<file path="src/source/fedp_settings.svh">
// ***************************************************************************
// Build-time sizes for the dot-product unit: lane count, word width and the
// register depth behind each pipeline stage. Include wherever a module or a
// package needs them.
// ***************************************************************************

`ifndef FEDP_SETTINGS_SVH
`define FEDP_SETTINGS_SVH

// 32-bit words per operand row or column
`define FEDP_LANES 2
`define FEDP_XLEN 32

// Register depth after each stage, four in total
`define FEDP_MUL_LAT 2
`define FEDP_ACC_LAT 1
`define FEDP_RND_LAT 1

// Two products per word plus the accumulator input
`define FEDP_TERMS (2 * `FEDP_LANES + 1)
`define FEDP_ACC_W (24 + $clog2(`FEDP_TERMS))

`endif

</file>
<file path="src/source/fedp_fmt_pkg.sv">
// ***************************************************************************
// Number formats known to the dot-product unit: the element format select
// and the field layout of fp16, bf16 and fp32.
// ***************************************************************************

package fedp_fmt_pkg;

    // Source element format, driven on fmt_s
    typedef enum logic [2:0] {
        FMT_FP16 = 3'd0,
        FMT_BF16 = 3'd1
    } elem_fmt_e;

    // IEEE half precision
    localparam int FP16_EXP_W = 5;
    localparam int FP16_MAN_W = 10;
    localparam int FP16_BIAS  = 15;

    // Brain float, same exponent range as fp32
    localparam int BF16_EXP_W = 8;
    localparam int BF16_MAN_W = 7;
    localparam int BF16_BIAS  = 127;

    // Accumulator and result format
    localparam int FP32_EXP_W = 8;
    localparam int FP32_MAN_W = 23;
    localparam int FP32_BIAS  = 127;

endpackage

</file>
<file path="src/source/fedp_stage_pkg.sv">
// ***************************************************************************
// Records handed from one pipeline stage to the next. Each one is a packed
// struct so it can pass through a delay line as a flat vector.
// ***************************************************************************

`include "fedp_settings.svh"

package fedp_stage_pkg;

    // Aligned significand: sign plus 24-bit magnitude, leading one at bit 23
    localparam int ALN_SIG_W = 25;

    typedef logic signed [ALN_SIG_W-1:0] aln_sig_t;

    // Multiplier stage output
    typedef struct packed {
        logic [fedp_fmt_pkg::FP32_EXP_W-1:0] max_exp;
        aln_sig_t [`FEDP_TERMS-1:0]          sigs;
    } aligned_t;

    // Accumulated sum in sign and magnitude form
    // Bit 23 of sig carries the weight of max_exp
    typedef struct packed {
        logic                                sign;
        logic [fedp_fmt_pkg::FP32_EXP_W-1:0] max_exp;
        logic [`FEDP_ACC_W-1:0]              sig;
    } acc_t;

    // Final single precision word
    typedef struct packed {
        logic                                sign;
        logic [fedp_fmt_pkg::FP32_EXP_W-1:0] exponent;
        logic [fedp_fmt_pkg::FP32_MAN_W-1:0] mantissa;
    } fp32_t;

endpackage
</file>
<file path="src/source/fedp_csa_acc.sv">
// ***************************************************************************
// Second stage: sums the aligned signed significands through a chain of
// 3:2 compressors and one carry-propagate add, then splits the total into
// sign and magnitude.
// ***************************************************************************

`timescale 1ns/10ps
`include "fedp_settings.svh"

module fedp_csa_acc (
    input  fedp_stage_pkg::aligned_t aligned,
    output fedp_stage_pkg::acc_t     acc
);

    // One extra bit holds the sign of the two's complement total
    localparam int W = `FEDP_ACC_W + 1;

    logic [`FEDP_TERMS-1:0][W-1:0] ext;
    logic [W-1:0] sum_v;
    logic [W-1:0] carry_v;
    logic [W-1:0] total;
    logic [W-1:0] magnitude;

    always_comb begin
        for (int i = 0; i < `FEDP_TERMS; i++) begin
            ext[i] = W'($signed(aligned.sigs[i]));
        end
    end

    // Each layer folds one more term into the sum and carry vectors
    always_comb begin
        logic [W-1:0] s_next;
        logic [W-1:0] c_next;
        s_next  = '0;
        c_next  = '0;
        sum_v   = ext[0];
        carry_v = ext[1];
        for (int i = 2; i < `FEDP_TERMS; i++) begin
            s_next  = sum_v ^ carry_v ^ ext[i];
            c_next  = ((sum_v & carry_v) | (sum_v & ext[i]) | (carry_v & ext[i])) << 1;
            sum_v   = s_next;
            carry_v = c_next;
        end
    end

    assign total     = sum_v + carry_v;
    assign magnitude = total[W-1] ? -total : total;

    // Magnitude always fits, the term count bounds the growth
    assign acc = '{
        sign:    total[W-1],
        max_exp: aligned.max_exp,
        sig:     magnitude[W-2:0]
    };

endmodule

</file>
<file path="src/source/fedp_dot.sv">
// ***************************************************************************
// Fused dot-product unit top level. Multiplies N words of A by N words of
// B element-wise, adds c_val, and returns fp32 on d_val four enabled
// cycles later. Enable low freezes the whole pipeline.
// ***************************************************************************

`timescale 1ns/10ps
`include "fedp_settings.svh"

module fedp_dot (
    input  logic                                  clk,
    input  logic                                  arst_n,
    input  logic                                  enable,
    input  fedp_fmt_pkg::elem_fmt_e               fmt_s,
    input  logic [`FEDP_LANES-1:0][`FEDP_XLEN-1:0] a_row,
    input  logic [`FEDP_LANES-1:0][`FEDP_XLEN-1:0] b_col,
    input  logic [31:0]                           c_val,
    output logic [31:0]                           d_val
);

    fedp_stage_pkg::aligned_t aligned_d;
    fedp_stage_pkg::aligned_t aligned_q;
    fedp_stage_pkg::acc_t     acc_d;
    fedp_stage_pkg::acc_t     acc_q;
    fedp_stage_pkg::fp32_t    round_d;

    // Products, max exponent and alignment
    fedp_mul_exp mul_exp (
        .fmt_s   (fmt_s),
        .a_row   (a_row),
        .b_col   (b_col),
        .c_val   (c_val),
        .aligned (aligned_d)
    );

    fedp_pipe_reg #(
        .WIDTH ($bits(fedp_stage_pkg::aligned_t)),
        .DEPTH (`FEDP_MUL_LAT)
    ) pipe_align (
        .clk      (clk),
        .arst_n   (arst_n),
        .enable   (enable),
        .data_in  (aligned_d),
        .data_out (aligned_q)
    );

    // Carry-save sum of all aligned terms
    fedp_csa_acc csa_acc (
        .aligned (aligned_q),
        .acc     (acc_d)
    );

    fedp_pipe_reg #(
        .WIDTH ($bits(fedp_stage_pkg::acc_t)),
        .DEPTH (`FEDP_ACC_LAT)
    ) pipe_acc (
        .clk      (clk),
        .arst_n   (arst_n),
        .enable   (enable),
        .data_in  (acc_d),
        .data_out (acc_q)
    );

    fedp_norm_round norm_round (
        .acc    (acc_q),
        .result (round_d)
    );

    // Output register drives d_val directly
    fedp_pipe_reg #(
        .WIDTH ($bits(fedp_stage_pkg::fp32_t)),
        .DEPTH (`FEDP_RND_LAT)
    ) pipe_round (
        .clk      (clk),
        .arst_n   (arst_n),
        .enable   (enable),
        .data_in  (round_d),
        .data_out (d_val)
    );

endmodule

</file>
<file path="src/source/fedp_mul_exp.sv">
// ***************************************************************************
// First stage of the dot product: decodes the 16-bit elements, forms every
// product, converts c_val, and aligns all terms to the largest exponent.
// Purely combinational, registered by the top level.
// ***************************************************************************

`timescale 1ns/10ps
`include "fedp_settings.svh"

module fedp_mul_exp (
    input  fedp_fmt_pkg::elem_fmt_e               fmt_s,
    input  logic [`FEDP_LANES-1:0][`FEDP_XLEN-1:0] a_row,
    input  logic [`FEDP_LANES-1:0][`FEDP_XLEN-1:0] b_col,
    input  logic [31:0]                           c_val,
    output fedp_stage_pkg::aligned_t              aligned
);

    localparam int PRODS  = 2 * `FEDP_LANES;
    localparam int MAN_W  = fedp_fmt_pkg::FP32_MAN_W;
    localparam int EXP_W  = fedp_fmt_pkg::FP32_EXP_W;
    localparam int PAD_W  = fedp_fmt_pkg::FP16_MAN_W - fedp_fmt_pkg::BF16_MAN_W;

    // Decoded element, significand with hidden bit at bit 10
    typedef struct packed {
        logic              sign;
        logic              zero;
        logic signed [9:0] exp;
        logic [10:0]       sig;
    } elem_t;

    function automatic elem_t decode_elem(input logic [15:0] bits,
                                          input fedp_fmt_pkg::elem_fmt_e fmt);
        elem_t el;
        el.sign = bits[15];
        if (fmt == fedp_fmt_pkg::FMT_BF16) begin
            el.zero = (bits[fedp_fmt_pkg::BF16_MAN_W +: fedp_fmt_pkg::BF16_EXP_W] == '0);
            el.exp  = 10'(bits[fedp_fmt_pkg::BF16_MAN_W +: fedp_fmt_pkg::BF16_EXP_W])
                    - 10'(fedp_fmt_pkg::BF16_BIAS);
            // Widened to the fp16 significand so both share one multiplier
            el.sig  = {1'b1, bits[fedp_fmt_pkg::BF16_MAN_W-1:0], {PAD_W{1'b0}}};
        end else begin
            el.zero = (bits[fedp_fmt_pkg::FP16_MAN_W +: fedp_fmt_pkg::FP16_EXP_W] == '0);
            el.exp  = 10'(bits[fedp_fmt_pkg::FP16_MAN_W +: fedp_fmt_pkg::FP16_EXP_W])
                    - 10'(fedp_fmt_pkg::FP16_BIAS);
            el.sig  = {1'b1, bits[fedp_fmt_pkg::FP16_MAN_W-1:0]};
        end
        return el;
    endfunction

    logic [PRODS-1:0][15:0] a_elem;
    logic [PRODS-1:0][15:0] b_elem;

    // Terms before alignment, leading one at bit 23
    logic [`FEDP_TERMS-1:0]             t_sign;
    logic [`FEDP_TERMS-1:0]             t_zero;
    logic [`FEDP_TERMS-1:0][EXP_W-1:0]  t_exp;
    logic [`FEDP_TERMS-1:0][MAN_W:0]    t_sig;
    logic [EXP_W-1:0]                   max_exp;

    // Low half is the even element, high half the odd one
    for (genvar i = 0; i < `FEDP_LANES; i++) begin : g_unpack
        assign a_elem[2*i]   = a_row[i][15:0];
        assign a_elem[2*i+1] = a_row[i][31:16];
        assign b_elem[2*i]   = b_col[i][15:0];
        assign b_elem[2*i+1] = b_col[i][31:16];
    end

    always_comb begin
        elem_t             ea;
        elem_t             eb;
        logic [21:0]       prod;
        logic signed [9:0] pexp;
        for (int i = 0; i < PRODS; i++) begin
            ea   = decode_elem(a_elem[i], fmt_s);
            eb   = decode_elem(b_elem[i], fmt_s);
            prod = ea.sig * eb.sig;
            pexp = ea.exp + eb.exp + 10'(fedp_fmt_pkg::FP32_BIAS);
            // Product lies in [1,4), renormalise to a single integer bit
            if (prod[21]) begin
                t_sig[i] = {prod, 2'b00};
                pexp     = pexp + 10'sd1;
            end else begin
                t_sig[i] = {prod[20:0], 3'b000};
            end
            t_sign[i] = ea.sign ^ eb.sign;
            t_zero[i] = ea.zero | eb.zero;
            t_exp[i]  = pexp[EXP_W-1:0];
        end
        // Accumulator input is already biased fp32
        t_sign[PRODS] = c_val[31];
        t_zero[PRODS] = (c_val[30 -: EXP_W] == '0);
        t_exp[PRODS]  = c_val[30 -: EXP_W];
        t_sig[PRODS]  = {1'b1, c_val[MAN_W-1:0]};
    end

    // Largest exponent among the non-zero terms
    always_comb begin
        max_exp = '0;
        for (int i = 0; i < `FEDP_TERMS; i++) begin
            if (!t_zero[i] && t_exp[i] > max_exp) begin
                max_exp = t_exp[i];
            end
        end
    end

    always_comb begin
        logic [EXP_W-1:0] shift;
        logic [MAN_W:0]   mag;
        aligned.max_exp = max_exp;
        for (int i = 0; i < `FEDP_TERMS; i++) begin
            shift = max_exp - t_exp[i];
            // Bits shifted past bit 0 are simply dropped
            mag   = t_zero[i] ? '0 : (t_sig[i] >> shift);
            aligned.sigs[i] = t_sign[i] ? -{1'b0, mag} : {1'b0, mag};
        end
    end

endmodule

</file>
<file path="src/source/fedp_norm_round.sv">
// ***************************************************************************
// Last stage: finds the leading one of the accumulated magnitude, adjusts
// the exponent, and rounds once to nearest even into an fp32 word.
// ***************************************************************************

`timescale 1ns/10ps
`include "fedp_settings.svh"

module fedp_norm_round (
    input  fedp_stage_pkg::acc_t  acc,
    output fedp_stage_pkg::fp32_t result
);

    localparam int W     = `FEDP_ACC_W;
    localparam int MAN_W = fedp_fmt_pkg::FP32_MAN_W;
    localparam int EXP_W = fedp_fmt_pkg::FP32_EXP_W;
    localparam int POS_W = $clog2(W);
    // Bits left below the mantissa once the leading one sits at the top
    localparam int LOW_W = W - MAN_W - 1;
    localparam logic [LOW_W-1:0] STICKY_MASK = LOW_W'((1 << (LOW_W - 2)) - 1);

    logic [POS_W-1:0] lead_pos;
    logic [W-1:0]     norm;
    logic [LOW_W-1:0] low_bits;
    logic             guard;
    logic             round_bit;
    logic             sticky;
    logic             lsb;
    logic             round_up;
    logic [MAN_W+1:0] rounded;
    logic [EXP_W+1:0] exp_adj;

    // Highest set bit wins
    always_comb begin
        lead_pos = '0;
        for (int i = 0; i < W; i++) begin
            if (acc.sig[i]) begin
                lead_pos = POS_W'(i);
            end
        end
    end

    assign norm      = acc.sig << (W - 1 - int'(lead_pos));
    assign low_bits  = norm[LOW_W-1:0];
    assign guard     = low_bits[LOW_W-1];
    assign round_bit = low_bits[LOW_W-2];
    assign sticky    = |(low_bits & STICKY_MASK);
    assign lsb       = norm[LOW_W];

    // Ties go to the even mantissa
    assign round_up  = guard & (round_bit | sticky | lsb);
    assign rounded   = {1'b0, norm[W-1 -: MAN_W+1]} + (MAN_W+2)'(round_up);

    // Bit 23 of the sum carries max_exp, a carry out of rounding adds one
    assign exp_adj = (EXP_W+2)'(acc.max_exp) + (EXP_W+2)'(lead_pos)
                   - (EXP_W+2)'(MAN_W) + (EXP_W+2)'(rounded[MAN_W+1]);

    always_comb begin
        if (acc.sig == '0) begin
            result = '0;
        end else begin
            result.sign     = acc.sign;
            result.exponent = exp_adj[EXP_W-1:0];
            // A rounding carry leaves all low bits zero, so the field is zero too
            result.mantissa = rounded[MAN_W-1:0];
        end
    end

endmodule

</file>
<file path="src/source/fedp_pipe_reg.sv">
// ***************************************************************************
// Delay line of DEPTH registers, all advancing together while enable is
// high. Reset clears every stage, so the output reads zero until filled.
// ***************************************************************************

`timescale 1ns/10ps

module fedp_pipe_reg #(
    parameter int WIDTH = 1,
    parameter int DEPTH = 1
) (
    input  logic             clk,
    input  logic             arst_n,
    input  logic             enable,
    input  logic [WIDTH-1:0] data_in,
    output logic [WIDTH-1:0] data_out
);

    logic [DEPTH-1:0][WIDTH-1:0] stages;

    always_ff @(posedge clk or negedge arst_n) begin
        if (!arst_n) begin
            stages <= '0;
        end else if (enable) begin
            stages[0] <= data_in;
            // Older entries move one slot down the chain
            for (int i = 1; i < DEPTH; i++) begin
                stages[i] <= stages[i-1];
            end
        end
    end

    assign data_out = stages[DEPTH-1];

endmodule

</file>
<file path="config.mk">
export PLATFORM = sky130hd
export DESIGN_NAME = fedp_dot
export DESIGN_NICKNAME = d
export VERILOG_FILES = /design/src/source/fedp_fmt_pkg.sv /design/src/source/fedp_stage_pkg.sv /design/src/source/fedp_csa_acc.sv /design/src/source/fedp_dot.sv /design/src/source/fedp_mul_exp.sv /design/src/source/fedp_norm_round.sv /design/src/source/fedp_pipe_reg.sv
export VERILOG_INCLUDE_DIRS = /design/src /design/src/source
export SDC_FILE = /design/constraint.sdc
export NUM_CORES = 2
export LEC_CHECK = 0
export ABC_AREA = 1
export BUFFER_PORTS_ARGS = -buffer_cell sky130_fd_sc_hd__buf_2
export CORE_UTILIZATION = 28
export CTS_CLUSTER_SIZE = 16
export DETAILED_ROUTE_END_ITERATION = 8
export GPL_ROUTABILITY_DRIVEN = 1
export SYNTH_ARGS = -nofsm -noshare
export SYNTH_HDL_FRONTEND = slang
export SYNTH_SLANG_ARGS = --single-unit
export TNS_END_PERCENT = 10
</file>
<file path="constraint.sdc">
create_clock -name clk -period 9.3 [get_ports clk]
set_input_delay 0 -clock clk [delete_from_list [all_inputs] [get_ports clk]]
set_output_delay 0 -clock clk [all_outputs]
set_load 0.1 [all_outputs]
</file>
# Word-level counts from Yosys, hierarchy flattened
# Index checks and enable logic that the tools add are counted.
word_totals:
  reg_bits: 334
  out_inout_bits: 32
  elab_cells: 184
op_classes:
  n_addsub: 45
  mul: 4
  n_lt_le_gt_ge: 5
  eq_ne: 1
  shift: 6
  n_mux: 59
  bitwise: 32
  n_reduce_logical: 28
op_table:
  columns: ["operator", "count"]
  rows:
  - ["$and 27x27->27", 9]
  - ["$mux 24", 9]
  - ["$mux 22", 8]
  - ["$xor 28x28->28", 6]
  - ["$or 27x27->27", 6]
  - ["$mux 25", 5]
  - ["$mux 5", 25]
  - ["$neg 24->25", 5]
  - ["$shr 24x8->24", 5]
  - ["$mul 11x11->22", 4]
  - ["$logic_not 8->1", 9]
  - ["$mux 8", 9]
  - ["$sub 8x7->9 const B", 8]
  - ["$sub 5x4->6 const B", 8]
  - ["$logic_not 5->1", 8]
  - ["$sub 8x8->8", 5]
  - ["$add 8x2->8 const B", 4]
  - ["$add 8x8->8", 4]
  - ["$add 8x8->8 const B", 4]
  - ["$gt 8x8->1", 4]
  - ["$mux 32", 1]
  - ["$shl 27x32->27", 1]
  - ["$add 28x28->28", 1]
  - ["$logic_not 27->1", 1]
  - ["other kinds (15)", 31]

# Longest topological paths before layout
logic_depth:
  word_depth: 34
  mapped_depth: 117

# Modules after synthesis
# From an unflattened synthesis, not the netlist that was laid out.
unflattened:
  cells_unflattened: 8596
  area_unflattened_um2: 56466.7
by_module_without_submodules:
  columns: ["module", "n_inst", "cells_per_inst", "area_each_um2"]
  rows:
  - ["fedp_mul_exp", 1, 5702, 34780.9]
  - ["fedp_pipe_reg (pipe_align)", 1, 1257, 11140.7]
  - ["fedp_csa_acc", 1, 713, 4613.2]
  - ["fedp_norm_round", 1, 636, 3220.6]
  - ["fedp_pipe_reg (pipe_acc)", 1, 152, 1418.9]
  - ["fedp_pipe_reg (pipe_round)", 1, 136, 1292.5]

# Worst setup path after synthesis
# No wires, ideal clock.
synth_timing:
  kind: "input to register"
  startpoint: "input port fmt_s[2]"
  endpoint: "register pipe_align.stages[66] (netlist bit)"
  setup_ns: 0.117
  arrival_ns: 15.942
  slack_ns: -6.760
  path_stages: 100
  n_path_buf: 10
  path_cell_list: "nor2_1 > nand2_1 > inv_2 > buf_2 > buf_1 > clkbuf_1 > clkbuf_1 > nor2_1 > a21oi_1 > nand2_1 > fa_1 > inv_1 > fa_1 > inv_1 > fa_1 > fa_1 > fa_1 > inv_1 > [... 64 more ...] > nand2_1 > nand2_1 > nand2_1 > nand2_1 > nand2_1 > nand2_1 > nand2_1 > nand2_1 > nor2_2 > inv_2 > ha_1 > inv_1 > nor2_2 > nand4_1 > nand2_1 > or2_1 > nand3_1 > nand2_1"
synth_via:
  elab_chain_cells: 26
synth_lines:
  columns: ["item", "line_no", "text"]
  rows:
  - ["start, declared", "fedp_dot.sv:14", "input fedp_fmt_pkg::elem_fmt_e fmt_s,"]
  - ["$eq 3x1->1 *", "fedp_mul_exp.sv:35", "if (fmt == fedp_fmt_pkg::FMT_BF16) begin"]
  - ["$mux 22", "fedp_mul_exp.sv:35", null]
  - ["$add 8x8->8 (2 in series)", "fedp_mul_exp.sv:77", "pexp = ea.exp + eb.exp + 10'(fedp_fmt_pkg::FP32_BIAS);"]
  - ["$add 8x2->8", "fedp_mul_exp.sv:81", "pexp = pexp + 10'sd1;"]
  - ["$mux 8", "fedp_mul_exp.sv:79", "if (prod[21]) begin"]
  - ["$gt 8x1->1", "fedp_mul_exp.sv:100", "if (!t_zero[i] && t_exp[i] > max_exp) begin"]
  - ["$logic_and 1x1->1", "fedp_mul_exp.sv:100", null]
  - ["$mux 8", "fedp_mul_exp.sv:100", null]
  - ["[... 9 more ...]", null, null]
  - ["$gt 8x8->1", "fedp_mul_exp.sv:100", null]
  - ["$logic_and 1x1->1", "fedp_mul_exp.sv:100", null]
  - ["$mux 8", "fedp_mul_exp.sv:100", null]
  - ["$sub 8x8->8", "fedp_mul_exp.sv:111", "shift = max_exp - t_exp[i];"]
  - ["$shr 24x8->24", "fedp_mul_exp.sv:113", "mag = t_zero[i] ? '0 : (t_sig[i] >> shift);"]
  - ["$mux 24 *", "fedp_mul_exp.sv:113", null]
  - ["$neg 24->25", "fedp_mul_exp.sv:114", "aligned.sigs[i] = t_sign[i] ? -{1'b0, mag} : {1'b0, mag};"]
  - ["$mux 25 *", "fedp_mul_exp.sv:114", null]
  - ["end signal, assigned by index", "fedp_pipe_reg.sv:28", "stages[i] <= stages[i-1];"]
  - ["end, declared", "fedp_pipe_reg.sv:19", "logic [DEPTH-1:0][WIDTH-1:0] stages;"]
# Mark *: on every way between the ends. The rest lies on a longest branch, timed or not.
# A chain may end at the register's enable or synchronous reset.

==> results.txt <==
----------------------------------------------------
[Run status]
  Outcome ... finished, violations left
  Violations in the final reports ... negative setup slack

[Floorplan]
  Overall die width ... 432.9 microns
  Standard-cell row count ... 157
  Starting Density ... 28.30%
  I/O pin cnt ... 198
  Area inside the core boundary ... 183700 sq um
  Die span in y ... 432.9 microns
  Die ar. ... 187400 sq um

[Timing]
  Setup repair after global routing missed its margin ... yes
  Worst-Margin Slew ... 1.023 ns
  Fmax achieved ... 0.07402 GHz
  Final critical delay including setup and external delays ... 13.51 ns
  Max Clock Skew ... 0.03082 ns
  Final Hold Fails ... 0
  Final worst path period share ... 145.3%
  Endpoints failing setup ... 133
  Max-slew headroom at the worst pin ... 31.81%
  Max-slew violation total from the final report ... 0
  Final critical-path setup slack ... -4.210 ns

[Final layout]
  Sequential cell area ... 8358 sq um
  Number of fillers in the final layout ... 19268
  Combined area of the multi-input logic cells ... 40950 sq um
  NumNets Final ... 10213
  Area growth from synthesis to layout ... 36.68%
  Cell area after layout ... 71040 sq um
  Fraction of layout instances using a drive strength above 1 ... 26.96%

[Route]
  Vias post-DR ... 54693
  Number of search-and-repair iterations in the first detailed-routing pass ... 7
  Average wire per cell in the routed design ... 14.90 microns
  Total length of routed wires ... 174100 microns
  Remaining antenna violation count ... 0
  Initial DRC Count ... 3252
  Avg Vias per Cell ... 4.681
  DRC ... 0

[Clocking]
  Sink Count ... 334
  Clock transition at the registers of the reported paths ... 0.06 ns
  Cts bufs inserted ... 38
  Root buffer selected by CTS ... sky130_fd_sc_hd__clkbuf_16
  TritonCTS clock tree ... built
  Source-to-sink clock delay at the later pin of the worst-skew pair ... 0.56 ns
  Number of H-tree branching levels ... 2
  Maximum buffer depth of the clock tree ... 3

[GRT]
  Met1 routing resource usage after global routing ... 25.74%
  Vias in the first global route ... 53694
  Antenna violations before repair ... 5
  Overall routing resource usage ... 18.15%
  GR met2 Demand/Resource ... 30.66%
  Met3 track demand over resource in global routing ... 1.022%
  Most Crowded Layer GR ... met2
  Largest net degree at the start of global routing ... 219
  Global-route wire length before repair ... 280500 microns
  Grt total ovfl ... 0

[Synthesis]
  Share of synthesized flip-flops with an asynchronous set or reset ... 100.0%
  Top FF cell, synth ... sky130_fd_sc_hd__dfrtp_1
  Post-synthesis share of cell area spent on and, or, nand and nor gates ... 33.39%
  Syn. warnings ... 0
  Share of synthesized cell area in full adder, half adder and majority cells ... 26.48%
  Cell type with the highest aggregate area in the netlist ... sky130_fd_sc_hd__dfrtp_1
  Leading cell types by total area after synthesis ... sky130_fd_sc_hd__dfrtp_1 (16%), sky130_fd_sc_hd__fa_1 (16%), sky130_fd_sc_hd__nand2_1 (16%)
  Register area share after synthesis ... 16.08%
  Syn Inst Count ... 7693
  Synthesized area ... 51980 sq um
  Compound-cell area share of the yosys netlist ... 9.330%
  Post-synthesis share of cell area spent on xor and xnor gates ... 4.270%
  Register bit count reported by yosys ... 334
  Count of flip-flops with a built-in enable after synthesis ... 0
  Combinational family with the most area after synthesis ... simple AND/OR/NAND/NOR gates
  Net count of the mapped netlist ... 8715
  Cell with the most instances after synthesis ... sky130_fd_sc_hd__nand2_1
  Post-synth top cells ... sky130_fd_sc_hd__nand2_1 (2161), sky130_fd_sc_hd__inv_1 (1039), sky130_fd_sc_hd__nand3_1 (909)
  Proportion of netlist area held by the largest area contributor ... 16.08%
  Post-Syn Area per Cell ... 6.757 sq um
  Mux contribution to synthesized area ... 0.2889%
  Cell variety after synth ... 72

[Placed design]
  HPWL after detailed placement ... 144700 microns
  Global placer's final weighted congestion ... 0.9325
  Port Buffers ... 197
  Placed cell areas ... 66660 sq um

[Setup path]
  Delay contributed by the slowest stage of the critical path ... 0.53 ns
  Required time of the critical path ... 9.71 ns
  Buf+Inv Stages, Crit Path ... 21
  Arr. time, crit path ... 13.92 ns
  Maximum fanout encountered on the critical timing path ... 11
  CP endpoint kind ... flip-flop
  Most common cell on crit path ... sky130_fd_sc_hd__nand2_2
  Cell with the biggest individual delay on the critical path ... sky130_fd_sc_hd__fa_1
  CP Class ... in -> reg
  Kind of start point of the critical path ... primary input
  Cell class contributing the biggest share of worst-path delay ... simple AND/OR/NAND/NOR gates

[Flow run]
  Reported max-cap violation count ... 0

[Hold path]
  Tightest Hold Check Type ... in -> reg

----------------------------------------------------
metrics by stage:
stage	cells	util [%]	hold slack (ns)	setup TNS, ns	setup slack, ns
final	11684	38.68	0.04489	-513.85	-4.210
after global routing	11682	38.68	0.06022	-617.80	-5.039
after CTS	11635	37.56	0.03227	-505.22	-4.138
after detailed placement	11518	36.29	0.07049	-647.65	-5.321
after global placement	11518	36.29	0.06509	-600.09	-4.894
after floorplan	7693	-	-0.2956	-511.44	-4.260
worst paths after layout:
path | startpoint | end | slack [ns] | cells after the start
setup / recovery | fmt_s[1] | pipe_align.stages[88] | -4.21 | 98
max in group asynchronous | arst_n | pipe_align.stages[37] | 6.90 | 4
min in group asynchronous | arst_n | pipe_round.data_out[30] | 0.06 | 2
hold / removal | enable | pipe_align.data_out[107] | 0.04 | 3
hold reg to reg | pipe_align.data_out[125] | pipe_align.data_out[125] | 0.47 | 2
setup reg to reg | pipe_acc.data_out[1] | pipe_round.data_out[30] | 2.28 | 56
state kept, by name (all words and copies together), names as in the netlist:
name and cells:
pipe_acc.data_out 36, pipe_align.data_out 133, pipe_align.stages 133, pipe_round.data_out 32
worst min-delay path: stages:
cell and delay, ns:
sky130_fd_sc_hd__clkbuf_8 0.32, sky130_fd_sc_hd__nand2_1 0.15, sky130_fd_sc_hd__nand2_1 0.05
cell usage in the layout (no fill, tap or decap), types with 33 or more instances in the layout:
master / n
sky130_fd_sc_hd__nor3_1: 45
sky130_fd_sc_hd__nand2_4: 36
sky130_fd_sc_hd__nand3b_1: 33
sky130_fd_sc_hd__nand3_1: 774
sky130_fd_sc_hd__o21ai_1: 92
sky130_fd_sc_hd__nand2_2: 126
sky130_fd_sc_hd__nand3_2: 157
sky130_fd_sc_hd__nor2_1: 498
sky130_fd_sc_hd__nand2_1: 2056
sky130_fd_sc_hd__inv_2: 78
sky130_fd_sc_hd__o21ai_0: 324
sky130_fd_sc_hd__buf_4: 1433
sky130_fd_sc_hd__xnor2_1: 61
sky130_fd_sc_hd__clkbuf_16: 41
sky130_fd_sc_hd__a21oi_1: 231
sky130_fd_sc_hd__a21oi_2: 46
sky130_fd_sc_hd__dfrtp_1: 334
sky130_fd_sc_hd__nor2_2: 38
sky130_fd_sc_hd__inv_1: 1007
sky130_fd_sc_hd__fa_1: 398
sky130_fd_sc_hd__xor2_1: 159
sky130_fd_sc_hd__ha_1: 412
sky130_fd_sc_hd__buf_2: 193
sky130_fd_sc_hd__buf_12: 40
sky130_fd_sc_hd__nand4_1: 112
metal layers:
metal | vias to the layer above | part of all wire, %
met5 | - | 0.018
met4 | 4 | 1.7
met3 | 162 | 3.5
met2 | 1076 | 47
met1 | 25774 | 48
li1 | 27677 | -
final cells by class:
cell class,instances,share of cell area (%)
clock inverters,19,0.4368
flip-flops and latches,334,11.76
diodes,2,0.007045
well taps,2464,4.340
repair inverters,5,0.07045
repair buffers,1704,18.34
inverters,1113,5.981
clock buffers,48,1.420
multi-input cells,5995,57.64
cells by family after synthesis:
logic type	after synthesis
and+or+nand+nor	3990
buffers and inverters	1366
xor gates and xnor gates	247
DFF	334
muxes	15
adders and majority gates	856
AOI/OAI and AO/OA	885
timing repair:
item,CTS,global route
cloned,6,7
hold endpoints to repair,91,0
resized for setup,167,369
hold buffers,1,0
buffers inserted,44,41
pin swaps,73,182
endpoints found under the setup margin,133,133
Power is not shown: default switching activity piles up to over one toggle a cycle in this logic, so the estimate is an artifact.
